==> config.mk <==
export PLATFORM = sky130hd
export DESIGN_NAME = pwm_generator
export DESIGN_NICKNAME = d
export VERILOG_FILES = /design/src/hdl/motor_pkg.sv /design/src/hdl/pwm_generator.sv
export SDC_FILE = /design/constraint.sdc
export NUM_CORES = 1
export LEC_CHECK = 0
export ABC_AREA = 1
export BUFFER_PORTS_ARGS = -buffer_cell sky130_fd_sc_hd__buf_2
export CAP_MARGIN = 20
export CORE_MARGIN = 2
export CORE_UTILIZATION = 45
export DETAILED_ROUTE_END_ITERATION = 8
export GPL_ROUTABILITY_DRIVEN = 1
export SYNTH_ARGS = -nofsm -noshare
export SYNTH_HDL_FRONTEND = slang
export SYNTH_SLANG_ARGS = --single-unit
export TNS_END_PERCENT = 1
==> constraint.sdc <==
create_clock -name fpga_clk_50 -period 1.8 [get_ports fpga_clk_50]
set_clock_uncertainty 0.2 [all_clocks]
set_input_delay 0.45 -clock fpga_clk_50 [delete_from_list [all_inputs] [get_ports fpga_clk_50]]
set_output_delay 0.45 -clock fpga_clk_50 [all_outputs]
set_load 0.02 [all_outputs]
==> src/hdl/motor_pkg.sv <==
package motor_pkg;

	// ==============================
	// widths
	// ==============================
	localparam int COUNT_W = 32;   // encoder position
	localparam int SPEED_W = 16;   // counts per tick
	localparam int DUTY_W  = 8;    // pwm resolution
	localparam int INTEG_W = 24;   // pi integrator
	localparam int IDX_W   = 3;    // up to 8 motors addressable

	typedef logic signed [COUNT_W-1:0] count_t;
	typedef logic signed [SPEED_W-1:0] speed_t;
	typedef logic signed [INTEG_W-1:0] integ_t;
	typedef logic        [DUTY_W-1:0]  duty_t;
	typedef logic        [IDX_W-1:0]   motor_idx_t;

	// encoder line filter
	typedef enum logic {
		DEB_STABLE   = 1'b0,
		DEB_SETTLING = 1'b1
	} deb_state_e;

	// host setpoint port, four-phase req/ack
	typedef enum logic [1:0] {
		HS_IDLE    = 2'd0,
		HS_ACKED   = 2'd1,
		HS_RELEASE = 2'd2
	} hs_state_e;

	// ==============================
	// defaults and loop constants
	// ==============================
	localparam int               DEF_NUM_MOTORS      = 6;
	localparam int               DEF_TICK_CYCLES     = 250000;    // 5 ms at 50 MHz
	localparam int               DEF_DEBOUNCE_CYCLES = 16;
	localparam logic [5:0]       DEF_MIRROR_MASK     = 6'b111000; // right side, motors 3..5
	localparam int               KP_SHIFT            = 2;
	localparam int               KI_SHIFT            = 4;
	localparam int               DUTY_MAX            = 255;

endpackage

==> src/hdl/pwm_generator.sv <==
`timescale 1ns/1ps

module pwm_generator (
	input  logic             fpga_clk_50,
	input  logic             hps_fpga_reset_n,
	input  motor_pkg::duty_t duty,
	output logic             pwm
);
	import motor_pkg::*;

	duty_t cnt;      // free running, 256 cycle period
	duty_t shadow;   // duty for the current period

	// ==============================
	// period counter
	// ==============================
	always_ff @(posedge fpga_clk_50 or negedge hps_fpga_reset_n)
	begin
		if (!hps_fpga_reset_n)
		begin
			cnt    <= '0;
			shadow <= '0;
		end
		else
		begin
			cnt <= cnt + 1'b1;   // 255 wraps to 0
			// new duty only at the wrap, no short pulses mid period
			if (cnt == '1)
				shadow <= duty;
		end
	end

	// high for exactly shadow cycles out of 256
	assign pwm = (cnt < shadow);

endmodule

==> run_results.csv <==
group,metric,value,unit
clocking,cts_root_buffer,"clkbuf_4",
clocking,cts_inserted_buffers,3,
route,via_per_inst,4.356,
route,drt_iter0_markers,3,
final_layout,final_area,1082,sq um
route,drc,0,
synthesis,netlist_instances,89,
clocking,cts_setup_buffers,0,
worst_setup_path,path_cells,"inv_1, ha_1, a21oi_1, o21ai_1, a21oi_4, buf_6",
sta,fin_setup_tns,-331.2,ps
sta,rsz0062_at_grt,"yes",
global_route,grt-ovfl-total,0,
die,dieArea,2288,sq um
place,port_buffers,10,
final_layout,final_util,61.35,%
worst_setup_path,path_buf_inv,2,
place,gp_congestion,0.7212,
worst_setup_path,slowest_delay,360,ps
worst_hold_path,hp-class,"input port to flop",
die,chipWidth,47.83,um
synthesis,netlist_area,864.6,sq um
sta,slew_headroom,76.59,%
route,avgRoutedWirePerCell,10.16,um
power,power_density,524.4,nW/um^2
final_layout,diodes,0,
worst_hold_path,hold_path_startpoint,"duty[7]",
job,maxCapViolCount,0,
route,dr.pass1.iters,2,
synthesis,synth_fp_nets,107,
worst_setup_path,worst_r2r_startpoint,"cnt[1]",
global_route,grt_pass1_vias,580,
clocking,cts_tree,"done",
route,vias,588,
synthesis,synth_cell_type_count,17,
worst_setup_path,crit_fanout,2,
sta,setup_violations,1,
final_layout,instances_no_fill,135,
run_status,status,"finished with violations",
place,dpl_cell_area,1006,sq um
power,power.total,567.6,uW
sta,fin_crit,2131,ps
final_layout,area_growth_syn_to_layout,25.18,%
final_layout,final_cell_mix,"inv_1 (18), dfrtp_1 (16), nand2_1 (15)",
die,num_rows,15,
place,dpl.hpwl,1.025,mm
place,dpl.cell_count,131,
global_route,grt_pass1_wl,2.359,mm
clocking,h-tree-depth,1,
die,fp.dieH,47.83,um
synthesis,ys_warn_count,0,
synthesis,syn_area_per_cell,9.714,sq um
die,start_util,49.01,%
worst_setup_path,reg2reg_slack,130,ps
worst_setup_path,cp.required,1150,ps
clocking,path_clk_slew,90,ps
clocking,cts_max_path_buffers,2,
power,leakagePower,0.6423,nW
synthesis,yosys_register_bits,16,
worst_setup_path,crit_path_end_kind,"output port",
global_route,antenna_found_initial,0,
worst_setup_path,critPathSlowestCell,"dfrtp_1",
worst_setup_path,rr_worst_depth,7,
sta,final-hold-violation-count,0,
clocking,clkLatencyLatePin,290,ps
worst_setup_path,start_kind,"flop",
synthesis,synth_top_area_share,46.31,%
final_layout,layout_commonest_cell,"inv_1",
global_route,grt_max_degree,17,
worst_setup_path,critPathKind,"flop to output port",
power,vdd.ir_drop.worst,301.0,uV
global_route,globalRouteTotalUtil,15.44,%
die,coreArea,1764,sq um
sta,setup_slack,-331.2,ps
worst_setup_path,arrival,1480,ps
synthesis,synth_area_leader_cell,"dfrtp_1",
synthesis,synth.yosys.seq_area_share,46.31,%
worst_setup_path,crit_cells,6,
worst_setup_path,path_delay_family,"flip-flops",
route,ant_nets,0,
final_layout,drive_gt1_share,38.18,%
sta,finalCritPeriodShare,118.4,%
place,place_ws,-91.03,ps
worst_setup_path,startpoint,"shadow[7]",
run_status,violations,"setup timing",
clocking,cts.sinks,16,
sta,timing.fmax,0.4692,GHz
synthesis,synthTopCellsByArea,"dfrtp_1 (46%), ha_1 (12%), inv_1 (8.2%)",
sta,hold_ws,192.0,ps
sta,tightest_slew,351.1,ps
die,pin_count,11,
route,wl,1.371,mm
final_layout,finish.net_count,130,
sta,drv_slew,0,
worst_hold_path,hold_depth,3,
[Yosys cell counts (all sizes together)]
cell type,number
inv,19
nand2,19
dfrtp,16
o21ai,9
ha,8
a21oi,4
nand3,3
nor2,3
xnor2,3
xor2,3
buf,1
nand4,1
[flip-flops by register name (all words and copies together), names as in the netlist]
name    cells
cnt         8
shadow      8
[worst reg2reg max path: cells and delay by family (launching register included)]
kind            cells  cell delay, ps
simple gates        4             630
flops               1             380
fa+ha+maj           1             180
buf+inv             1             120
compound gates      1              50
[power by group]
group	leakage (nW)	internal (mW)	switching, mW
clock	0.0138	0.0778	0.108
sequential	0.167	0.359	0
combinational	0.461	0.00946	0.0129
[final timing paths]
check / to
min in group asynchronous: cnt[4]
max in group asynchronous: shadow[2]
worst max-delay path: pwm
worst min-delay path: shadow[7]
worst min register to register: cnt[0]
worst max register to register: shadow[2]
[per-layer routing]
metal / track usage (%) / vias to the layer above / wire [um]
li1: - / 316 / -
met1: 19.53 / 258 / 678
met2: 23.73 / 10 / 622
met3: 2.264 / 4 / 40
met4: 11.35 / 0 / 30
met5: 0 / - / 0
[cell families (layout without fill, tap and decap cells)]
kind of cell	Yosys count	after routing	synth area share, %
buffers and inverters	20	41	9.551
adders and majority gates	8	8	11.58
and+or+nand+nor	26	26	15.48
xor gates and xnor gates	6	6	6.079
AOI/OAI and AO/OA	13	13	11.00
DFF	16	16	46.31
[layout make-up]
type                       count  area [sq um]
timing repair buffer          19         126.4
tap                           25         31.28
multi-input combinational     53         430.4
inverter                      19         71.32
fill                         165         681.9
sequential                    16         400.4
clock buffer                   3         22.52
[timing repair]
item / in CTS / in global routing
hold endpoints to repair: 16 / 0
gates resized for setup: 8 / 1
endpoints found under the setup margin: 1 / 4
gates cloned: 0 / 0
pin swaps: 5 / 0
hold buffers: 1 / 0
Power figures use the tool's default switching activity.
