$ cat src/hdl/motor_pkg.sv
package motor_pkg;

	// ==============================
	// widths
	// ==============================
	localparam int COUNT_W = 32;   // encoder position
	localparam int SPEED_W = 16;   // counts per tick
	localparam int DUTY_W  = 8;    // pwm resolution
	localparam int INTEG_W = 24;   // pi integrator
	localparam int IDX_W   = 3;    // up to 8 motors addressable

	typedef logic signed [COUNT_W-1:0] count_t;
	typedef logic signed [SPEED_W-1:0] speed_t;
	typedef logic signed [INTEG_W-1:0] integ_t;
	typedef logic        [DUTY_W-1:0]  duty_t;
	typedef logic        [IDX_W-1:0]   motor_idx_t;

	// encoder line filter
	typedef enum logic {
		DEB_STABLE   = 1'b0,
		DEB_SETTLING = 1'b1
	} deb_state_e;

	// host setpoint port, four-phase req/ack
	typedef enum logic [1:0] {
		HS_IDLE    = 2'd0,
		HS_ACKED   = 2'd1,
		HS_RELEASE = 2'd2
	} hs_state_e;

	// ==============================
	// defaults and loop constants
	// ==============================
	localparam int               DEF_NUM_MOTORS      = 6;
	localparam int               DEF_TICK_CYCLES     = 250000;    // 5 ms at 50 MHz
	localparam int               DEF_DEBOUNCE_CYCLES = 16;
	localparam logic [5:0]       DEF_MIRROR_MASK     = 6'b111000; // right side, motors 3..5
	localparam int               KP_SHIFT            = 2;
	localparam int               KI_SHIFT            = 4;
	localparam int               DUTY_MAX            = 255;

endpackage

$ cat src/hdl/setpoint_scheduler.sv
`timescale 1ns/1ps

module setpoint_scheduler #(
	parameter int NUM_MOTORS  = motor_pkg::DEF_NUM_MOTORS,
	parameter int TICK_CYCLES = motor_pkg::DEF_TICK_CYCLES
) (
	input  logic                  fpga_clk_50,
	input  logic                  hps_fpga_reset_n,
	input  logic                  sp_req,
	input  motor_pkg::motor_idx_t sp_motor,
	input  motor_pkg::speed_t     sp_value,
	output logic                  sp_ack,
	output logic                  tick,
	output motor_pkg::speed_t     setpoint [NUM_MOTORS]
);
	import motor_pkg::*;

	localparam int TCNT_W = $clog2(TICK_CYCLES + 1);

	logic [TCNT_W-1:0] tick_cnt;
	hs_state_e         hs_state;
	speed_t            pending [NUM_MOTORS];   // written by host, used from next tick
	logic              wr_en;

	// ==============================
	// control tick
	// ==============================
	always_ff @(posedge fpga_clk_50 or negedge hps_fpga_reset_n)
	begin
		if (!hps_fpga_reset_n)
		begin
			tick_cnt <= '0;
			tick     <= 1'b0;
		end
		else if (tick_cnt == TCNT_W'(TICK_CYCLES - 1))
		begin
			tick_cnt <= '0;
			tick     <= 1'b1;   // single cycle pulse
		end
		else
		begin
			tick_cnt <= tick_cnt + 1'b1;
			tick     <= 1'b0;
		end
	end

	// ==============================
	// host handshake
	// ==============================
	// out of range motor index is acked but dropped
	assign wr_en = (hs_state == HS_IDLE) && sp_req && (int'(sp_motor) < NUM_MOTORS);

	always_ff @(posedge fpga_clk_50 or negedge hps_fpga_reset_n)
	begin
		if (!hps_fpga_reset_n)
		begin
			hs_state <= HS_IDLE;
			sp_ack   <= 1'b0;
		end
		else
		begin
			case (hs_state)
				HS_IDLE:
				begin
					if (sp_req)
					begin
						hs_state <= HS_ACKED;
						sp_ack   <= 1'b1;
					end
				end
				HS_ACKED:
				begin
					if (!sp_req)
					begin
						hs_state <= HS_RELEASE;
						sp_ack   <= 1'b0;   // host may start again once it sees this
					end
				end
				default:
					hs_state <= HS_IDLE;
			endcase
		end
	end

	// pending slots and active vector
	always_ff @(posedge fpga_clk_50 or negedge hps_fpga_reset_n)
	begin
		if (!hps_fpga_reset_n)
		begin
			for (int i = 0; i < NUM_MOTORS; i++)
			begin
				pending[i]  <= '0;
				setpoint[i] <= '0;
			end
		end
		else
		begin
			if (wr_en)
				pending[sp_motor] <= sp_value;
			if (tick)
				setpoint <= pending;   // all motors switch together
		end
	end

	// ack only ever answers a request the host is holding
	assert property (@(posedge fpga_clk_50) disable iff (!hps_fpga_reset_n)
		$rose(sp_ack) |-> $past(sp_req));

endmodule

$ cat config.mk
export PLATFORM = sky130hd
export DESIGN_NAME = setpoint_scheduler
export DESIGN_NICKNAME = d
export VERILOG_FILES = /design/src/hdl/motor_pkg.sv /design/src/hdl/setpoint_scheduler.sv
export SDC_FILE = /design/constraint.sdc
export NUM_CORES = 1
export LEC_CHECK = 0
export ABC_AREA = 1
export BUFFER_PORTS_ARGS = -buffer_cell sky130_fd_sc_hd__clkbuf_2
export CAP_MARGIN = 20
export CELL_PAD_IN_SITES_DETAIL_PLACEMENT = 2
export CELL_PAD_IN_SITES_GLOBAL_PLACEMENT = 2
export CORE_MARGIN = 1.5
export CORE_UTILIZATION = 41
export DETAILED_ROUTE_END_ITERATION = 8
export HOLD_SLACK_MARGIN = 0.08
export PLACE_DENSITY_LB_ADDON = 0.12
export RECOVER_POWER = 100
export SLEW_MARGIN = 10
export SYNTH_ARGS = -nofsm -noshare
export SYNTH_HDL_FRONTEND = slang
export SYNTH_SLANG_ARGS = --single-unit
$ cat constraint.sdc
create_clock -name fpga_clk_50 -period 2.4 [get_ports fpga_clk_50]
set_input_delay 0 -clock fpga_clk_50 [delete_from_list [all_inputs] [get_ports fpga_clk_50]]
set_output_delay 0 -clock fpga_clk_50 [all_outputs]
set_load 0.02 [all_outputs]
==> results.md <==
- Rows: 51
- Adder-cell area share of the yosys netlist: less than 1%
- Reg-to-reg slack, setup: 0.45 ns
- Period utilisation layout: 81.30%
- Register cell area after layout: 0.005359 sq mm
- Syn Area/Cell: 11.95 sq um
- Post-synth EDFFs: 0
- Critical Path Sink Type: flop
- Largest net degree at the start of global routing: 72
- Top post-synthesis cells by area: dfrtp_1, mux2_2, nand2_1, o21ai_0, o21ai_1
- Hold Fails Final Rpt: 0
- CTS tree: built
- I/O Pins: 120
- Cells after synthesis: 692
- Postcts setup bufs: 0
- Vias per Instance: 5.076
- Gp weighted congestion: 0.8177
- Post-layout util: 50.49%
- Ys flop type: dfrtp_1
- Die height: 145.0 um
- Mux contribution to synthesized area: 13.08%
- Area occupied by multi-input gates: approximately 0.0025 sq mm
- Hold Path Class: input pin to async pin
- Max stage delay on crit path: 0.49 ns
- XOR/XNOR Fraction of Synth Area: less than 1%
- Max-cap violations: 0
- DR WL/cell: 21.08 um
- Pre-antenna DRT Iters: 4
- Iteration-0 DRC Markers: 199
- Minimum clock period: between 1.5 and 2 ns
- Worst-path clk slew: approximately 0.06 ns
- Sink Count: 214
- Clk_lat worst skew: 0.52 ns
- H-tree depth: 1
- Die Width: about 150 um
- Initial Utilization: 42.20%
- Detailed Route WL: 23490 um
- Lkg Pwr: 4.822 nW
- Mapped cell area: ~0.0083 sq mm
- Initial antenna violation count: 0
- Fmax achieved: around 510 MHz
- Drt drc: 0
- Final Max Tran Viols: 0
- Num CTS Buffers: 24
- Vias in the first global route: 6441
- Share of the yosys chip area belonging to registers: 64.77%
- Crit path kind: flop to flop
- Total track usage: 23.23%
- Post-DP HPWL: 15200 um
- Main combinational cell family by area after synthesis: multiplexers
- Largest buffer count on any clock path: 3
- Post-route ant nets: 0
- Synth area leader: dfrtp_1
- Area Overhead vs Synth: 19.63%
- RSZ-0062 raised after global routing: false
- Clock skew: between 0.009 and 0.01 ns
- Critical Path RT: 2.80 ns
- Total gr overflow: 0
- Via count: 5655
- Sum of negative setup slack: 0 ns
- Layout cell share with drive strength beyond 1: 19.08%
- Run status: finished, final reports clean
- Pwr/cell area: about 870 mW/mm^2
- Worst-Margin Slew: ~1.3 ns
- Startpoint Class: flop
- Worst path slowest cell: nand3_2
- PortBufs: 119
- Synth warn: 0
- Synth cell types: 25
- Root buf cell: clkbuf_16
- Area of the die: 0.02103 sq mm
- Post-synthesis compound-gate area fraction: under 10%
- First-pass GRT wire length: 37620 um
- Share of the synthesized area in the top cell type: between 60% and 70%
- FILL cells: about 2100
- Synth Net Count: 715
- Register bit total from synthesis: between 200 and 250
- Synth Area in Simple Gates: 10.02%
- Slew margin rel.: 13.17%
- Layout Nets: 857
- Hold_ws: around 0.063 ns
- CP bufs+invs: 0
- Post-cts sizing count: 0
- Core area: 0.01959 sq mm
- Ant diodes: 0
- Final setup fails: 0
- Maximum vdd ir drop: 0.4599 mV
- Post-synth ARST share: 100.0%
- Crit path DAT: 2.36 ns
- Cell family contributing the most delay on the critical path: simple AND/OR/NAND/NOR gates
- Hold_buf cts: 18
- Maximum fanout along the worst path: 32
- Cell Chain, Critical Path: or2_0 > nor2_8 > nand3_2 > o21ai_0
-- synthesized netlist by cell type (2+ instances only) --
cell type	number
a21oi_1	2
buf_2	21
buf_6	7
dfrtp_1	214
inv_1	45
mux2_2	96
nand2_1	136
nand3_1	6
nand3_2	4
nand4_1	3
nand4_4	2
nor2_1	35
o21ai_0	63
o21ai_1	35
o21ai_2	6
xor2_1	8
-- where the power goes --
group          switching [mW]  internal (mW)
Clock                    1.41           2.29
Combinational           0.411          0.223
Sequential              0.278           4.04
-- worst paths after layout --
path,startpoint,endpoint,depth (start not counted)
max,hs_state[0],pending[21],4
min,hps_fpga_reset_n,setpoint[52],2
max reg2reg,hs_state[0],pending[21],4
min reg2reg,pending[66],pending[66],2
max in group asynchronous,hps_fpga_reset_n,setpoint[78],3
min in group fpga_clk_50,sp_motor[0],pending[66],3
-- final cells by class --
| class | instances | share of cell area (%) |
|---|---|---|
| clock buffer | 37 | 6.983 |
| clock inverter | 4 | 0.9614 |
| inverter | 45 | 1.708 |
| multi-input combinational | 404 | 25.58 |
| sequential | 214 | 54.18 |
| tap | 265 | 3.352 |
| timing repair buffer | 145 | 7.236 |
-- per-stage QoR --
step                std cells  setup WS (ns)  power, mW  area, sq um
floorplan                 692         0.9295      4.648         8268
global placement         1055         0.7142      4.898         9114
detailed placement       1055         0.5595      5.015         9114
CTS                      1114         0.5235      8.790        10080
global route             1114         0.2673      9.028         9891
finish                   1114         0.4487      8.651         9891
-- flip-flops by register name, summed over array words and instances, names as in the netlist --
| register | count |
|---|---|
| tick | 1 |
| hs_state | 2 |
| tick_cnt | 18 |
| pending | 96 |
| sp_ack | 1 |
| setpoint | 96 |
-- metal layers --
metal	vias to the layer above	GRT usage, %	part of all wire, %
li1	2567	-	-
met4	0	6.649	2.7
met1	2931	28.91	42
met3	44	3.459	3.4
met5	-	0	0
met2	113	41.82	52
-- cell families (layout without fill, tap and decap cells) --
family / Yosys count / count (layout)
AOI/OAI and AO/OA: 107 / 107
xor gates and xnor gates: 8 / 8
adders and majority gates: 1 / 1
buffers and inverters: 74 / 231
DFF: 214 / 214
muxes: 96 / 96
and+or+nand+nor: 192 / 192
-- placed cells by master, fill, tap and decap left out, drive strengths merged, types with 2 or more instances in the layout --
cell / instances
a21oi: 2
bufinv: 3
clkbuf: 163
dfrtp: 214
dlygate4sd3: 18
inv: 45
mux2: 96
nand2: 136
nand3: 10
nand4: 5
nor2: 36
o21ai: 104
or2: 2
xor2: 8
Note: power is estimated with default switching activity, not from simulation.
