==> config.mk <==
export PLATFORM = sky130hd
export DESIGN_NAME = speed_regulator
export DESIGN_NICKNAME = d
export VERILOG_FILES = /design/src/hdl/motor_pkg.sv /design/src/hdl/speed_regulator.sv
export SDC_FILE = /design/constraint.sdc
export NUM_CORES = 1
export LEC_CHECK = 0
export BUFFER_PORTS_ARGS = -buffer_cell sky130_fd_sc_hd__buf_2
export CORE_ASPECT_RATIO = 0.9
export CORE_UTILIZATION = 60
export CTS_CLUSTER_DIAMETER = 100
export DETAILED_ROUTE_END_ITERATION = 8
export GPL_TIMING_DRIVEN = 0
export PLACE_DENSITY = 0.8
export SLEW_MARGIN = 15
export SYNTH_ARGS = -nofsm -noshare
export SYNTH_HDL_FRONTEND = slang
export SYNTH_SLANG_ARGS = --single-unit
==> constraint.sdc <==
create_clock -name fpga_clk_50 -period 11.3 [get_ports fpga_clk_50]
set_clock_uncertainty 0.1 [all_clocks]
set_input_delay 2.26 -clock fpga_clk_50 [delete_from_list [all_inputs] [get_ports fpga_clk_50]]
set_output_delay 2.26 -clock fpga_clk_50 [all_outputs]
set_load 0.03 [all_outputs]
==> src/hdl/motor_pkg.sv <==
package motor_pkg;

	// ==============================
	// widths
	// ==============================
	localparam int COUNT_W = 32;   // encoder position
	localparam int SPEED_W = 16;   // counts per tick
	localparam int DUTY_W  = 8;    // pwm resolution
	localparam int INTEG_W = 24;   // pi integrator
	localparam int IDX_W   = 3;    // up to 8 motors addressable

	typedef logic signed [COUNT_W-1:0] count_t;
	typedef logic signed [SPEED_W-1:0] speed_t;
	typedef logic signed [INTEG_W-1:0] integ_t;
	typedef logic        [DUTY_W-1:0]  duty_t;
	typedef logic        [IDX_W-1:0]   motor_idx_t;

	// encoder line filter
	typedef enum logic {
		DEB_STABLE   = 1'b0,
		DEB_SETTLING = 1'b1
	} deb_state_e;

	// host setpoint port, four-phase req/ack
	typedef enum logic [1:0] {
		HS_IDLE    = 2'd0,
		HS_ACKED   = 2'd1,
		HS_RELEASE = 2'd2
	} hs_state_e;

	// ==============================
	// defaults and loop constants
	// ==============================
	localparam int               DEF_NUM_MOTORS      = 6;
	localparam int               DEF_TICK_CYCLES     = 250000;    // 5 ms at 50 MHz
	localparam int               DEF_DEBOUNCE_CYCLES = 16;
	localparam logic [5:0]       DEF_MIRROR_MASK     = 6'b111000; // right side, motors 3..5
	localparam int               KP_SHIFT            = 2;
	localparam int               KI_SHIFT            = 4;
	localparam int               DUTY_MAX            = 255;

endpackage

==> src/hdl/speed_regulator.sv <==
`timescale 1ns/1ps

module speed_regulator (
	input  logic              fpga_clk_50,
	input  logic              hps_fpga_reset_n,
	input  logic              tick,
	input  motor_pkg::speed_t setpoint,
	input  motor_pkg::speed_t speed,
	output motor_pkg::duty_t  duty,
	output logic              dir_a,
	output logic              dir_b
);
	import motor_pkg::*;

	localparam integ_t INTEG_MAX = integ_t'({1'b0, {(INTEG_W - 1){1'b1}}});
	localparam integ_t INTEG_MIN = integ_t'({1'b1, {(INTEG_W - 1){1'b0}}});

	logic                    tick_d;      // speed is fresh one cycle after tick
	integ_t                  integ;
	logic signed [SPEED_W:0] err;         // one extra bit, no overflow
	logic signed [INTEG_W:0] integ_sum;
	integ_t                  integ_next;
	logic signed [INTEG_W:0] cmd;
	logic [INTEG_W:0]        mag;
	duty_t                   duty_next;

	// ==============================
	// PI math
	// ==============================
	always_comb
	begin
		err = {setpoint[SPEED_W-1], setpoint} - {speed[SPEED_W-1], speed};

		// integrator with clip at both rails
		integ_sum = {integ[INTEG_W-1], integ} + {{(INTEG_W - SPEED_W){err[SPEED_W]}}, err};
		if (integ_sum[INTEG_W] != integ_sum[INTEG_W-1])
			integ_next = integ_sum[INTEG_W] ? INTEG_MIN : INTEG_MAX;
		else
			integ_next = integ_sum[INTEG_W-1:0];

		// arithmetic shifts, gains are powers of two
		cmd = (err >>> KP_SHIFT) + (integ_next >>> KI_SHIFT);

		mag = cmd[INTEG_W] ? -cmd : cmd;
		if (mag > (INTEG_W + 1)'(DUTY_MAX))
			duty_next = duty_t'(DUTY_MAX);
		else
			duty_next = mag[DUTY_W-1:0];
	end

	// update once per control tick
	always_ff @(posedge fpga_clk_50 or negedge hps_fpga_reset_n)
	begin
		if (!hps_fpga_reset_n)
		begin
			tick_d <= 1'b0;
			integ  <= '0;
			duty   <= '0;
			dir_a  <= 1'b0;
			dir_b  <= 1'b0;
		end
		else
		begin
			tick_d <= tick;
			if (tick_d)
			begin
				integ <= integ_next;
				duty  <= duty_next;
				dir_a <= !cmd[INTEG_W] && (cmd != '0);   // forward
				dir_b <= cmd[INTEG_W];                    // reverse
			end
		end
	end

	// bridge never shorted, and a direction is set exactly when the motor is driven
	assert property (@(posedge fpga_clk_50) disable iff (!hps_fpga_reset_n)
		!(dir_a && dir_b) && ((dir_a || dir_b) == (duty != '0)));

endmodule

==> flow_summary.json, run 1 <==
{
  "crit_type": "in2reg",
  "synth_edf_count": 0,
  "cp_max_fo": 14,
  "holdPathEnd": "dir_b",
  "grt_usage_pct": 32.01,
  "slowest_delay_ps": 410,
  "yosysWarnings": 0,
  "rrSetupSlack_ps": 3830,
  "r2r_end": "duty[6]",
  "ctsRootBufferMaster": "clkbuf_8",
  "hold_depth": 1,
  "clockBufferDepth": 2,
  "status": "finished with violations",
  "whs_ps": 396.8,
  "drive_gt1_share_pct": 16.50,
  "ys_seq_area_share_pct": 17.56,
  "met1_usage_pct": 40.64,
  "fp.dieW_um": 98.10,
  "fmaxAchievable_ghz": 0.09203,
  "final_max_slew_viol_count": 0,
  "required_ps": 11360,
  "violations": "design-rule violations",
  "max_cap_violations": 0,
  "use_met2_pct": 56.53,
  "grt_pass1_vias": 4821,
  "syn-instance-count": 645,
  "gr-usage-met3_pct": 4.423,
  "synthArstFlopShare_pct": 100.0,
  "worst_pin_slew_ps": 873.5,
  "cpMaxStageDelayCell": "fa_1",
  "hp-class": "reg2reg",
  "numCtsBuffers": 5,
  "clk_pin_slew_ps": 70,
  "layout_commonest_cell": "nor2_1",
  "start_kind": "input port",
  "synth_seq_cells": 35,
  "crit_path_end_kind": "register",
  "critPathMostFrequentCell": "o21ai_0",
  "avgRoutedWirePerCell_um": 16.70,
  "synth_ff_type": "dfrtp_1",
  "placementRows": 31,
  "synthesis.nets": 746,
  "portBuffers": 44,
  "core_area_um2": 8068,
  "fillers": 673,
  "vias_per_cell": 6.308,
  "place.gp.congestion": 0.8995,
  "multi_input_area_um2": 3906,
  "grt_pass1_wl_um": 22290,
  "ff2ff_path_depth": 25,
  "regToRegStartpoint": "integ[1]",
  "first_pass_iters": 7,
  "dp_hpwl_um": 10180,
  "layout.nets": 803,
  "setup_violations": 0,
  "hold_violations": 0,
  "top_usage_layer": "met2",
  "period_share_pct": 96.16,
  "period_minus_slack_ps": 10870,
  "cp.arrival_ps": 10920,
  "die_h_um": 88.49,
  "area_delta_synth_final_pct": 11.52,
  "io_pins": 45,
  "cts_max_level": 2,
  "slew_headroom_pct": 41.77,
  "route.detailed.drc": 5,
  "cts_sinks": 35,
  "most-common-layout-cells": "80 x nor2_1, 62 x ha_1, 57 x a21oi_1",
  "dieArea_um2": 8681,
  "wirelength_um": 13400,
  "overflow": 0,
  "cts_tree": "yes",
  "diodes": 0,
  "drtIter0Drc": 318,
  "syn_area_um2": 4987,
  "worstSkewPairLatency_ps": 300,
  "ff_latch_area_um2": 875.8,
  "start_util_pct": 61.82,
  "ant_nets": 0,
  "min-delay-start": "dir_b",
  "grt_max_degree": 36,
  "via_count": 5059,
  "syn_area_per_cell_um2": 7.732,
  "antenna_found_initial": 0,
  "synth_cell_type_count": 76
}
repair_timing:
action,in CTS,in global routing
pin swaps,1,8
resized for setup,10,17
setup endpoints to repair,10,10
buffers inserted,2,5
hold buffers,0,0
cells in the mapped netlist (8+ instances only):
master | count | area share (%)
a21o_1 | 15 | 2.3
a21oi_1 | 60 | 6.0
nand2_1 | 44 | 3.3
mux2_2 | 11 | 2.5
ha_1 | 63 | 16
nor2_1 | 81 | 6.1
o21ai_0 | 39 | 3.9
xnor2_1 | 25 | 4.4
xor2_1 | 20 | 3.5
a21boi_0 | 8 | 1.2
a211oi_1 | 9 | 1.4
inv_1 | 50 | 3.8
dfrtp_1 | 35 | 18
a31oi_1 | 12 | 1.5
nor3_1 | 18 | 1.8
nor2b_1 | 11 | 1.4
nand3_1 | 15 | 1.5
registers in the layout (all words and copies together), names as in the netlist:
register,flops
dir_a,1
dir_b,1
tick_d,1
integ,24
duty,8
cells by family after synthesis:
group                    synth area share [%]
adder cells (fa/ha/maj)                 17.01
AO/OA/AOI/OAI                           27.92
buffers and inverters                   6.021
flip-flops                              17.56
XOR/XNOR                                7.903
AND/OR/NAND/NOR                         20.30
multiplexers                            3.287
final cells by class:
class / instances / share of cell area (%)
tap: 99 / 2.227
clock inverter: 1 / 0.08999
sequential: 35 / 15.75
buffer: 17 / 2.047
timing repair buffer: 51 / 4.904
multi-input combinational: 542 / 70.24
clock buffer: 7 / 1.372
inverter: 50 / 3.375
metal layers:
| metal | wire (um) | part of all wire [%] |
|---|---|---|
| met5 | 0 | 0 |
| met4 | 402 | 3.0 |
| met3 | 717 | 5.4 |
| met2 | 6345 | 47 |
| met1 | 5931 | 44 |
worst max-delay path: cells and delay by family:
kind                     cells  cell delay, ps
AO/OA/AOI/OAI               25            5620
AND/OR/NAND/NOR              4             900
adder cells (fa/ha/maj)      4            1230
buffers and inverters        4             340
XOR/XNOR                     2             530
worst max-delay path by stage:
stage | startpoint | slack, ps | endpoint | cells after the start
5_1_grt | setpoint[0] | -40 | duty[7] | 40
2_1_floorplan | setpoint[0] | 980 | duty[1] | 38
4_1_cts | setpoint[0] | 30 | duty[6] | 41
3_3_place_gp | setpoint[0] | -850 | duty[0] | 37
3_5_place_dp | setpoint[0] | -1260 | duty[6] | 37
6_report | setpoint[0] | 430 | duty[6] | 39
metrics by stage:
step | utilization [%] | instance area [um2] | worst slack, ps | cells | setup TNS (ps)
after floorplan | - | 4987 | 982.5 | 645 | 0
after global routing | 68.94 | 5562 | -44.75 | 802 | -237.1
final | 68.94 | 5562 | 433.6 | 802 | 0
after CTS | 67.77 | 5468 | 26.22 | 798 | 0
after detailed placement | 66.08 | 5331 | -1260 | 788 | -11600
after global placement | 66.08 | 5331 | -847.6 | 788 | -7633
Power of run 1 is left out: the tool's default activity adds up to more than one toggle a clock period on the data nets, which glitch-free logic cannot reach.
==> run 2: changes to the inputs <==
--- a/config.mk
+++ b/config.mk
@@ -5,13 +5,14 @@
 export SDC_FILE = /design/constraint.sdc
 export NUM_CORES = 1
 export LEC_CHECK = 0
-export BUFFER_PORTS_ARGS = -buffer_cell sky130_fd_sc_hd__buf_2
+export ABC_AREA = 1
 export CORE_ASPECT_RATIO = 0.9
 export CORE_UTILIZATION = 60
 export CTS_CLUSTER_DIAMETER = 100
 export DETAILED_ROUTE_END_ITERATION = 8
+export DONT_BUFFER_PORTS = 1
 export GPL_TIMING_DRIVEN = 0
-export PLACE_DENSITY = 0.8
+export PLACE_DENSITY = 0.76
 export SLEW_MARGIN = 15
 export SYNTH_ARGS = -nofsm -noshare
 export SYNTH_HDL_FRONTEND = slang
==> run 2 against run 1 <==
Against the previous run: the run now ends clean; synthesized cell count rose by 53%; setup slack improved by 1200 ps; sequential share of layout area fell by 1.6 points; cell count rose by 40%; die area rose by 19%; count of clock-buffer cells in the layout fell by 1; largest cell class unchanged; fmax rose by 13%; routed wire length rose by 11%; non-clock buffer count fell by 52; utilization fell by 5.0 points; via count rose by 20%.
==> flow_summary.json, run 2 <==
{
  "status": "finished clean",
  "syn_area_um2": 5934,
  "synthArstFlopShare_pct": 100.0,
  "die_h_um": 96.35,
  "cp.arrival_ps": 9750,
  "tns_ps": 0,
  "grt_usage_pct": 30.47,
  "start_kind": "input port",
  "core_area_um2": 9657,
  "worst_pin_slew_ps": 591.6,
  "syn_area_per_cell_um2": 6.000,
  "crit_family": "simple AND/OR/NAND/NOR gates",
  "numCtsBuffers": 5,
  "drtIter0Drc": 356,
  "clockBufferDepth": 2,
  "layout.nets": 1097,
  "start_util_pct": 61.45,
  "dp_hpwl_um": 12270,
  "first_pass_iters": 5,
  "cpMaxStageDelayCell": "o21ai_0",
  "syn-instance-count": 989,
  "cp_max_fo": 10,
  "grt_pass1_wl_um": 25050,
  "hp-class": "reg2reg",
  "portBuffers": 0,
  "synthTopCellsByCount": "309 x nand2_1, 131 x inv_1, 94 x nand3_1",
  "synth_ff_type": "dfrtp_1",
  "hold_violations": 0,
  "synth_seq_cells": 35,
  "worstSkewPairLatency_ps": 310,
  "synthesis.nets": 1090,
  "wirelength_um": 14870,
  "drive_gt1_share_pct": 8.526,
  "grt_max_degree": 36,
  "period_minus_slack_ps": 9646,
  "rsz0062_at_grt": "no",
  "layout_commonest_cell": "nand2_1",
  "netlist.area_leader.share_pct": 19.54,
  "largest_reg_flops": 24,
  "fillers": 965,
  "synth_area_leaders": "nand2_1 20%, dfrtp_1 15%, ha_1 13%, inv_1 8.3%, nand3_1 7.9%",
  "io_pins": 45,
  "whs_ps": 397.7,
  "yosysTopAreaCell": "nand2_1",
  "most-common-layout-cells": "309 x nand2_1, 131 x inv_1, 94 x nand3_1",
  "period_share_pct": 85.36,
  "critPathMostFrequentCell": "nand2_1",
  "fmaxAchievable_ghz": 0.1037,
  "placementRows": 34,
  "fp.dieW_um": 106.8,
  "via_count": 6050,
  "grt_pass1_vias": 5485,
  "cts_sinks": 35,
  "dp.cells": 1115,
  "finalNonFillerCells": 1123,
  "setup_violations": 0,
  "ctsRootBufferMaster": "clkbuf_8",
  "cts_setup_buffers": 0,
  "cts_tree": "yes",
  "synth_edf_count": 0,
  "cts_hold_buffers": 0,
  "overflow": 0,
  "vias_per_cell": 5.387,
  "cts_resized": 0,
  "max_cap_violations": 0,
  "crit_path_end_kind": "register",
  "clk_pin_slew_ps": 80,
  "dieArea_um2": 10290,
  "slew_headroom_pct": 60.56,
  "yosysWarnings": 0,
  "required_ps": 11400,
  "final_max_slew_viol_count": 0,
  "slowest_delay_ps": 500,
  "reg_top3": "integ (24), duty (8)",
  "crit_type": "in2reg",
  "ys_seq_area_share_pct": 14.76,
  "route.detailed.drc": 0,
  "diodes": 0,
  "synth_cell_type_count": 50,
  "cp.buffers_inverters": 8,
  "yosysMostFrequentCell": "nand2_1",
  "avgRoutedWirePerCell_um": 13.24,
  "antenna_found_initial": 0,
  "regMostFlops": "integ",
  "place.gp.congestion": 0.9280,
  "cts_max_level": 2,
  "area_delta_synth_final_pct": 4.090,
  "ant_nets": 0
}
## run 2: cell count changes in the layout (fill, tap and decap cells not counted), sizes merged, moves of 11 or more
cell / change
xnor2: -11
nand4: +12
nand3: +81
inv: +95
a21o: -14
buf: -53
nand2: +290
mux2: -11
nor2b: -11
a21oi: +26
## run 2: logic make-up (layout without fill, tap and decap cells)
kind of cell | after synthesis | after routing | share of synthesized area [%]
compound gates | 141 | 141 | 13.18
xor+xnor | 36 | 36 | 5.313
fa+ha+maj | 66 | 66 | 14.29
buf+inv | 161 | 169 | 11.09
flops | 35 | 35 | 14.76
simple gates | 550 | 550 | 41.37
## run 2: worst min-delay path: cells and delay by family, from the launching register on
kind | cells | cell delay (ps)
DFF | 1 | 360
and+or+nand+nor | 2 | 110
## run 2: metrics by stage
step | util, % | instance area, um2 | setup WS [ps]
floorplan | - | 5934 | 2860
global placement | 63.09 | 6092 | 1535
detailed placement | 63.09 | 6092 | 1558
CTS | 63.97 | 6177 | 1846
global route | 63.97 | 6177 | 964.6
finish | 63.97 | 6177 | 1654
## run 2: path summary, 6_finish.rpt
path	from	endpoint	slack, ps	cells past startpoint
max in group asynchronous	hps_fpga_reset_n	dir_a	9460	0
min in group asynchronous	hps_fpga_reset_n	integ[18]	1540	0
max	setpoint[0]	duty[6]	1650	50
min reg2reg	integ[12]	integ[12]	400	2
max reg2reg	integ[17]	duty[6]	5530	37
min	integ[12]	integ[12]	400	2
## run 2: per-layer routing
metal	global-route usage (%)	part of all wire [%]
met3	3.250	5.7
met2	49.35	42
met5	0	0
met4	4.224	0.78
met1	44.39	52
## run 2: layout make-up
cell class                      count  area (um2)  area share (%)
Buffer                             16       108.9           1.762
Clock buffer                        6       72.57           1.175
Clock inverter                      2       12.51          0.2026
Inverter                          145       549.3           8.892
Multi-Input combinational cell    793        4400           71.24
Sequential cell                    35       875.8           14.18
Tap cell                          126       157.7           2.552
Power of run 2 is left out for the same reason.
