### src/hdl/motor_pkg.sv
package motor_pkg;

	// ==============================
	// widths
	// ==============================
	localparam int COUNT_W = 32;   // encoder position
	localparam int SPEED_W = 16;   // counts per tick
	localparam int DUTY_W  = 8;    // pwm resolution
	localparam int INTEG_W = 24;   // pi integrator
	localparam int IDX_W   = 3;    // up to 8 motors addressable

	typedef logic signed [COUNT_W-1:0] count_t;
	typedef logic signed [SPEED_W-1:0] speed_t;
	typedef logic signed [INTEG_W-1:0] integ_t;
	typedef logic        [DUTY_W-1:0]  duty_t;
	typedef logic        [IDX_W-1:0]   motor_idx_t;

	// encoder line filter
	typedef enum logic {
		DEB_STABLE   = 1'b0,
		DEB_SETTLING = 1'b1
	} deb_state_e;

	// host setpoint port, four-phase req/ack
	typedef enum logic [1:0] {
		HS_IDLE    = 2'd0,
		HS_ACKED   = 2'd1,
		HS_RELEASE = 2'd2
	} hs_state_e;

	// ==============================
	// defaults and loop constants
	// ==============================
	localparam int               DEF_NUM_MOTORS      = 6;
	localparam int               DEF_TICK_CYCLES     = 250000;    // 5 ms at 50 MHz
	localparam int               DEF_DEBOUNCE_CYCLES = 16;
	localparam logic [5:0]       DEF_MIRROR_MASK     = 6'b111000; // right side, motors 3..5
	localparam int               KP_SHIFT            = 2;
	localparam int               KI_SHIFT            = 4;
	localparam int               DUTY_MAX            = 255;

endpackage

### src/hdl/speed_meter.sv
`timescale 1ns/1ps

module speed_meter #(
	parameter bit MIRROR = 1'b0
) (
	input  logic              fpga_clk_50,
	input  logic              hps_fpga_reset_n,
	input  logic              tick,
	input  motor_pkg::count_t count,
	output motor_pkg::speed_t speed
);
	import motor_pkg::*;

	// speed_t range held in count width for the compare
	localparam count_t SPEED_MAX = count_t'(2 ** (SPEED_W - 1) - 1);
	localparam count_t SPEED_MIN = -count_t'(2 ** (SPEED_W - 1));

	count_t last_count;   // count stored on previous tick
	count_t delta;        // counts this window, sign already mirrored

	// mirrored motors face the other way on the chassis
	always_comb
	begin
		delta = MIRROR ? (last_count - count) : (count - last_count);
	end

	// ==============================
	// window sample
	// ==============================
	always_ff @(posedge fpga_clk_50 or negedge hps_fpga_reset_n)
	begin
		if (!hps_fpga_reset_n)
		begin
			last_count <= '0;
			speed      <= '0;
		end
		else if (tick)
		begin
			last_count <= count;
			// clip to speed_t
			if (delta > SPEED_MAX)
				speed <= speed_t'(SPEED_MAX);
			else if (delta < SPEED_MIN)
				speed <= speed_t'(SPEED_MIN);
			else
				speed <= speed_t'(delta);
		end
	end

endmodule

### config.mk
export PLATFORM = sky130hd
export DESIGN_NAME = speed_meter
export DESIGN_NICKNAME = d
export VERILOG_FILES = /design/src/hdl/motor_pkg.sv /design/src/hdl/speed_meter.sv
export SDC_FILE = /design/constraint.sdc
export NUM_CORES = 1
export LEC_CHECK = 0
export BUFFER_PORTS_ARGS = -buffer_cell sky130_fd_sc_hd__buf_4
export CORE_UTILIZATION = 35
export DETAILED_ROUTE_END_ITERATION = 8
export MAX_ROUTING_LAYER = met4
export PLACE_DENSITY = 0.58
export SLEW_MARGIN = 30
export SYNTH_ARGS = -nofsm -noshare
export SYNTH_HDL_FRONTEND = slang
export SYNTH_SLANG_ARGS = --single-unit
### constraint.sdc
create_clock -name fpga_clk_50 -period 3.8 [get_ports fpga_clk_50]
set_input_delay 0.76 -clock fpga_clk_50 [delete_from_list [all_inputs] [get_ports fpga_clk_50]]
set_output_delay 0.76 -clock fpga_clk_50 [all_outputs]
set_load 0.01 [all_outputs]
==> results.txt, run 1 <==
- The flow ran to the end, and the final reports show no timing, DRC or antenna violations.
- Mux cell area share after synthesis: 0.562%
- Number of warning messages in the yosys log: 0
- Row count: 38
* Total global routing overflow: 0
* Unrepaired setup endpoints after global routing: yes
* Initial antenna violation count: 0
- Clock Latency Late Sink: 0.30 ns
- Data arrives at the worst endpoint at 3.79 ns.
- By instance count, the cell type seen most on the critical path is buf_4.
* Cell Area, Synth: 4010 um^2
- Part of the total power dissipated in combinational logic: 44.4%
- After Yosys synthesis, XOR and XNOR cells account for 5.03% of the synthesized area.
- Kind of end point of the critical path: register
- The first global-routing pass estimated 17.0 mm of wire.
* Core footprint: 11000 um^2
- Worst-path clk slew: 0.07 ns
- Power spread over the standard cell area amounts to 446 nW/um^2.
- The worst register-to-register path has a depth of 13.
* Number of global-route vias before repair: 3513
* Largest delay contributor family on the critical path: compound AO/OA/AOI/OAI gates
* Number of cells upsized or downsized after cts: 0
- The count of buffers added on input and output ports is 50.
- In this run the post-CTS setup repair buffer count came out at 0.
- In this run the register-to-register setup slack is 0.42 ns.
- At the end of routability-driven placement, the weighted congestion stood at 0.882.
- The H-tree was split into 2 levels.
* Leak: 2.11 nW
* Global-route usage over all layers: 18.9%
* Number of placed I/O pins: 51
- The routed layout has 3650 vias.
* CP max FO: 6
- Sequential cells were found to cover 30.0% of the synthesized design area.
* Critical path data required time: 4.02 ns
* Dpl ws: -0.143 ns
* Setup WS post-layout: 0.233 ns
- Tmin final: 3.57 ns
- After legalization and detailed placement, the total HPWL measured 8.04 mm.
- Number of nets in the final layout: 607
- The finished cells cover 4750 um^2.
* Worst setup SP type: input port
- Hold repair after CTS inserted 0 buffers.
* Post-synth top area cell: dfrtp_1
- Combinational family with the most area after synthesis: compound AO/OA/AOI/OAI gates
- The finished layout holds 681 standard cells, fillers aside.
- Clock tree synthesis selected as its root buffer the cell clkbuf_16.
* Placed Area: 4580 um^2
* Initial cell density of the core: 36.5%
* Peak supply drop: 220 uV
* Top post-synthesis cells by area: dfrtp_1 (30%), ha_1 (9.7%), o21ai_0 (6.5%)
- The pre-antenna-repair detailed-routing pass consisted of 5 iterations.
- In this run the worst setup path terminates at speed[1].
* Synthesized netlist cell count: 490
- In the final timing run, aggregate negative setup slack is 0 ns.
- #FFs+latches synth: 48
* Total power consumption of the routed design: 2.12 mW
* Share of total power in sequential cells: 30.8%
- Final clock period utilization by the worst path: 93.9%
* Crit path largest cell delay: 0.37 ns
- Worst path slowest cell: fa_1
- Cell internal power dissipation: 1.32 mW
* Mean instance size in the synthesized netlist: 8.17 um^2
* Maximum operating frequency: 0.280 GHz
* Core utilization of the finished layout: 43.3%
- The first routing iteration left 138 violations.
- Synthesis-to-finish area growth: 18.6%
* Routed Wire Length: 10.3 mm
- Walking the worst path, the cells encountered are buf_4 > inv_1 > ha_1 > fa_1 > and2b_2 > o2111ai_4 > a2111oi_4 > o31ai_2 > o41ai_2 > xor2_1 > nand4_1 > nor4_2 > a21oi_2 > buf_4 > o22ai_1.
* Rel. slew slack: 57.1%
- In this run, synthesis inferred 0 flip-flops with an integrated enable.
- The synthesized netlist devotes 28.8% of its cell area to compound gates.
- RR Endpoint: speed[1]
- For this run, asynchronously set or reset flops after synthesis account for 100%.
- In the routed design, unresolved DRC markers number 0.
- Fraction of final layout cells with drive strength greater than 1: 20.0%
- Num CTS Buffers: 5
- The final max-slew violation count was 0.
- In this run the remaining antenna-violating nets after routing total 0.
- After Yosys synthesis, and, or, nand and nor cells account for 19.3% of the synthesized area.
* Drt wl/cell: 15.2 um
- Entering global routing, the biggest net connects 64 pins.
- Across the run, the number of max-cap violations was 0.
- Clock tree synthesis found a total of 48 sinks.
* Final number of hold-violating endpoints: 0
- For the pin with the worst max-slew slack, the measured transition is 0.644 ns.
* CTS tree: done
- The critical path runs through a total of 15 cells.
- Path category of the worst min-delay check: in2async
- Counting instances in the post-synthesis netlist gives the leading cell types as nand2_1 (56), o21ai_0 (52), dfrtp_1 (48), nor2_1 (41), inv_1 (40).
* Net switching component of the power: 0.797 mW
- Area of the die: 11900 um^2
* Critical path buffer and inverter count: 3
- The number of different library cells used by synthesis comes to 62.
* Worst hold margin: 0.480 ns
* Die span in x: 109 um
- The share of total power dissipated in the clock network is 24.8%.
- Among all flip-flop cells after synthesis, the most frequent one is dfrtp_1.
- In this run the vertical extent of the chip is 109 um.
- Share of Yosys cell area claimed by the top area cell type: 30.0%
- Tracing the worst setup path back leads to its startpoint at count[0].
* Worst clock skew on the final layout: 0.00835 ns
* Final setup violation count: 0
* Average via count per standard cell: 5.36
* Share of total power consumed by net switching: 37.6%
* Most repeated cell in the gate-level netlist after synthesis: nand2_1
- Placed Cells: 673
* Startpoint-to-endpoint class of the critical path: in2reg
* Fraction of the mapped netlist area in adder cells: 10.2%
- The startpoint identified for the worst register-to-register timing path is last_count[0].
* Antenna diode count: 0
- Number of buffers on the longest clock path: 2
- Synthesized netlist net count: 557
[worst reg2reg max path, cell delays in order (launching register included)]
cell       delay (ns)
dfrtp_1          0.39
ha_1             0.21
fa_1             0.37
and2b_2          0.27
o2111ai_4        0.14
a2111oi_4        0.37
o31ai_2          0.15
o41ai_2          0.31
xor2_1           0.21
nand4_1          0.12
nor4_2           0.30
a21oi_2          0.13
buf_4            0.19
o22ai_1          0.13
[cell families (layout without fill, tap and decap cells)]
family / after synthesis / count (layout)
and+or+nand+nor: 165 / 165
AOI/OAI and AO/OA: 159 / 159
buffers and inverters: 61 / 112
DFF: 48 / 48
adders and majority gates: 32 / 32
xor gates and xnor gates: 23 / 23
muxes: 2 / 2
[cells in the final DEF, fill, tap and decap left out, types with 13 or more instances in the layout]
cell type / count
nand2_1: 56
nand3_1: 13
ha_1: 31
o21ai_0: 52
a21oi_1: 27
nor2_1: 41
dfrtp_1: 48
inv_1: 40
buf_4: 63
[flip-flops by register name, indices dropped and copies added, names as in the netlist]
signal	cells
speed	16
last_count	32
[worst min-delay path by stage]
| stage | start | slack, ns | cells after the start | to |
|---|---|---|---|---|
| detailed placement | speed[15] | 0.48 | 2 | speed[15] |
| CTS | speed[15] | 0.50 | 2 | speed[15] |
| finish | hps_fpga_reset_n | 0.48 | 1 | last_count[1] |
| floorplan | hps_fpga_reset_n | 0.46 | 0 | last_count[0] |
| global placement | speed[15] | 0.48 | 2 | speed[15] |
| global route | speed[15] | 0.53 | 2 | speed[15] |
[layout make-up]
type,count,area [um^2]
fillers,1105,6230
multi-input cells,381,2560
flip-flops and latches,48,1200
repair buffers,64,493
well taps,140,175
inverters,40,150
clock buffers,5,125
clock inverters,3,47.5
[layer usage]
layer | wire [um] | share of wire, % | global-route usage [%] | vias to the layer above
met1 | 5090 | 49 | 25.1 | 1719
met5 | 0 | 0 | - | -
li1 | - | - | - | 1855
met4 | 123 | 1.2 | 5.60 | 0
met3 | 325 | 3.1 | 2.51 | 9
met2 | 4770 | 46 | 29.8 | 67
[power by group through the flow]
stage	logic (mW)	clock network (mW)	registers [mW]
after global placement	0.931	0	0.665
after floorplan	0.607	0	0.675
final	0.940	0.526	0.653
after CTS	0.947	0.542	0.656
after detailed placement	0.942	0	0.665
after global routing	1.04	0.560	0.664
No activity file was read; power rests on OpenSTA's default activity.
==> run 2: changes to the inputs <==
--- a/config.mk
+++ b/config.mk
@@ -6,10 +6,10 @@
 export NUM_CORES = 1
 export LEC_CHECK = 0
 export BUFFER_PORTS_ARGS = -buffer_cell sky130_fd_sc_hd__buf_4
-export CORE_UTILIZATION = 35
+export CORE_UTILIZATION = 30
 export DETAILED_ROUTE_END_ITERATION = 8
 export MAX_ROUTING_LAYER = met4
-export PLACE_DENSITY = 0.58
+export PLACE_DENSITY = 0.52
 export SLEW_MARGIN = 30
 export SYNTH_ARGS = -nofsm -noshare
 export SYNTH_HDL_FRONTEND = slang
==> run 2 against run 1 <==
Clock power grew 3%. Fmax grew 0.72%. Critical path depth grew 1. Count of clock-buffer cells in the layout is the same. Register-to-register slack gained 0.02 ns. Clock skew shrank 0.0021 ns. Global-route usage shrank 2.8 points. Sequential share of layout area shrank 0.50 points. Worst hold slack lost 0.0058 ns. Combinational power grew 2.4%. Sequential power is essentially flat. Critical endpoint is now speed[3]. First-iteration DRC count grew 46%.
==> results.txt, run 2 (synthesis gave the netlist of run 1 again) <==
- Clock-pin slew was measured on the worst setup and hold paths at 0.07 ns.
- Final cell count without fillers: 718
- Synthesis-to-finish area growth: 21.0%
- Along the worst path, the maximum fanout reaches 15.
- Kind of end point of the critical path: register
* Startpoint-to-endpoint class of the critical path: in2reg
- The library cell used most frequently in the layout, excluding fill and tap cells, is buf_4.
- Using the TritonRoute via totals, the vias-per-cell ratio works out to 5.14.
- The library cells used most frequently in the layout, excluding fill and tap cells, are buf_4 (67), nand2_1 (56), o21ai_0 (52).
* Num CTS Buffers: 5
- Peak supply drop: 165 uV
- Overall die height: 118 um
- The initial utilization of the core area, before any placement, comes to 31.2%.
* Initial antenna violation count: 0
* Number of global-route vias before repair: 3483
* Result of the run: completed
* Met2 global-route usage: 24.8%
- Setup violations remaining at the end of the flow were counted as 0.
- For this design, the sink count on the clock tree is 48.
* Wire length of the first global-routing pass: 17.6 mm
- Level count of the clock H-tree: 2
- Worst Max-Slew Pin Slew: 0.631 ns
- Number of placed I/O pins: 51
* Placed Cells: 710
* Row count: 41
- Worst hold margin: 0.474 ns
- In the global route stage, met1 resource usage came out at 22.1%.
- For the worst setup path, the data required time is 3.97 ns.
- Fraction of final layout cells with drive strength greater than 1: 20.9%
- Clock Latency Late Sink: 0.30 ns
- Pwr Density: 446 nW/um^2
- At the worst endpoint, the arrival time is 3.71 ns.
- Area of the die: 13800 um^2
* Final count of pins violating max slew: 0
- Worst setup SP type: input port
- The register with the most flip-flops in the layout has 32 of them.
- The global routing stage identified its most utilized layer as met2.
- CTS root buffer: clkbuf_16
* Drt wl/cell: 14.7 um
- Total global routing overflow: 0
- Routed Wire Length: 10.6 mm
- Tmin final: 3.54 ns
* Placed Area: 4670 um^2
- The clock passes through at most 2 buffers.
* HPWL Detailed: 8.19 mm
- The tool flagged a number of max-cap violations equal to 0.
* Biggest regs: last_count (32), speed (16)
- Global-route usage over all layers: 16.1%
* Rel. slew slack: 57.9%
- Final number of hold-violating endpoints: 0
- Ranked by flip-flop count, first place goes to last_count.
- R2R setup slack: 0.44 ns
- After routing the design area is 4850 um^2.
- The die is 118 um wide.
- Core utilization of the finished layout: 37.8%
* Unrepaired setup endpoints after global routing: no
* Path category of the worst min-delay check: in2async
- Core footprint: 12800 um^2
- Vias: 3688
- Post-DRT Antenna Nets: 0
- The clock arrives with 0.00625 ns of skew.
* Initial DRT Pass Iterations: 5
- For this design, the CTS-stage hold fixing added 0 buffers.
- Weighted congestion reported at the end of routability-driven placement: 0.862
- The repair_antennas step left the layout with diodes totalling 0.
- The first routing iteration left 201 violations.
* CTS tree: done
- Final clock period utilization by the worst path: 93.2%
- Summed over all cells, the static leakage comes to 2.14 nW.
- During placement, the flow inserted port buffers numbering 50.
- Static timing analysis puts the maximum clock frequency at 0.282 GHz.
* Maximum number of pins on one net before global-route repair: 60
- Number of nets in the final layout: 612
- DRC violations left: 0
* Met3 routing resource usage after global routing: 2.08%
## run 2: cell types whose count changed in the layout (fill, tap and decap cells not counted), sizes merged
| cell | previous run | this run |
|---|---|---|
| buf | 64 | 69 |
## run 2: layout make-up
cell class / instances / area (um^2)
clock buffers: 5 / 125
clock inverters: 3 / 47.5
fillers: 1354 / 7980
inverters: 40 / 150
multi-input cells: 381 / 2560
flip-flops and latches: 48 / 1200
well taps: 172 / 215
repair buffers: 69 / 543
## run 2: critical path: stages
cell       delay, ns
buf_4           0.08
inv_1           0.03
ha_1            0.21
fa_1            0.37
and2b_2         0.27
o2111ai_4       0.16
a211oi_2        0.27
buf_4           0.18
o2111ai_1       0.10
o211ai_1        0.17
o2111ai_1       0.19
nor4_1          0.32
nand4_1         0.16
o22ai_2         0.17
buf_12          0.18
o22ai_1         0.09
## run 2: repair_timing
item,4_1_cts,5_1_grt
buffers inserted,0,0
resized for setup,0,1
setup endpoints to repair,0,15
## run 2: final timing paths
path / from / endpoint / cells after the start
hold reg to reg: speed[15] / speed[15] / 2
max in group asynchronous: hps_fpga_reset_n / last_count[21] / 1
min in group fpga_clk_50: speed[15] / speed[15] / 2
hold / removal: hps_fpga_reset_n / last_count[0] / 1
setup / recovery: count[0] / speed[3] / 16
setup reg to reg: last_count[0] / speed[3] / 14
## run 2: per-layer routing
| layer | vias up | wire, um |
|---|---|---|
| met1 | 1741 | 5140 |
| li1 | 1865 | - |
| met3 | 6 | 426 |
| met5 | - | 0 |
| met2 | 76 | 4900 |
| met4 | 0 | 115 |
## run 2: report_power, final
group,internal [mW],total (mW),switching [mW]
Sequential,0.597,0.656,0.0587
Clock,0.314,0.540,0.226
Combinational,0.429,0.963,0.534
Total,1.34,2.16,0.819
## run 2: through the flow
stage	worst slack [ns]	TNS (ns)	power, mW
3_3_place_gp	-0.140	-1.68	1.62
2_1_floorplan	0.0928	0	1.28
3_5_place_dp	-0.234	-3.02	1.63
5_1_grt	0.0169	0	2.31
6_report	0.259	0	2.16
4_1_cts	0.0811	0	2.18
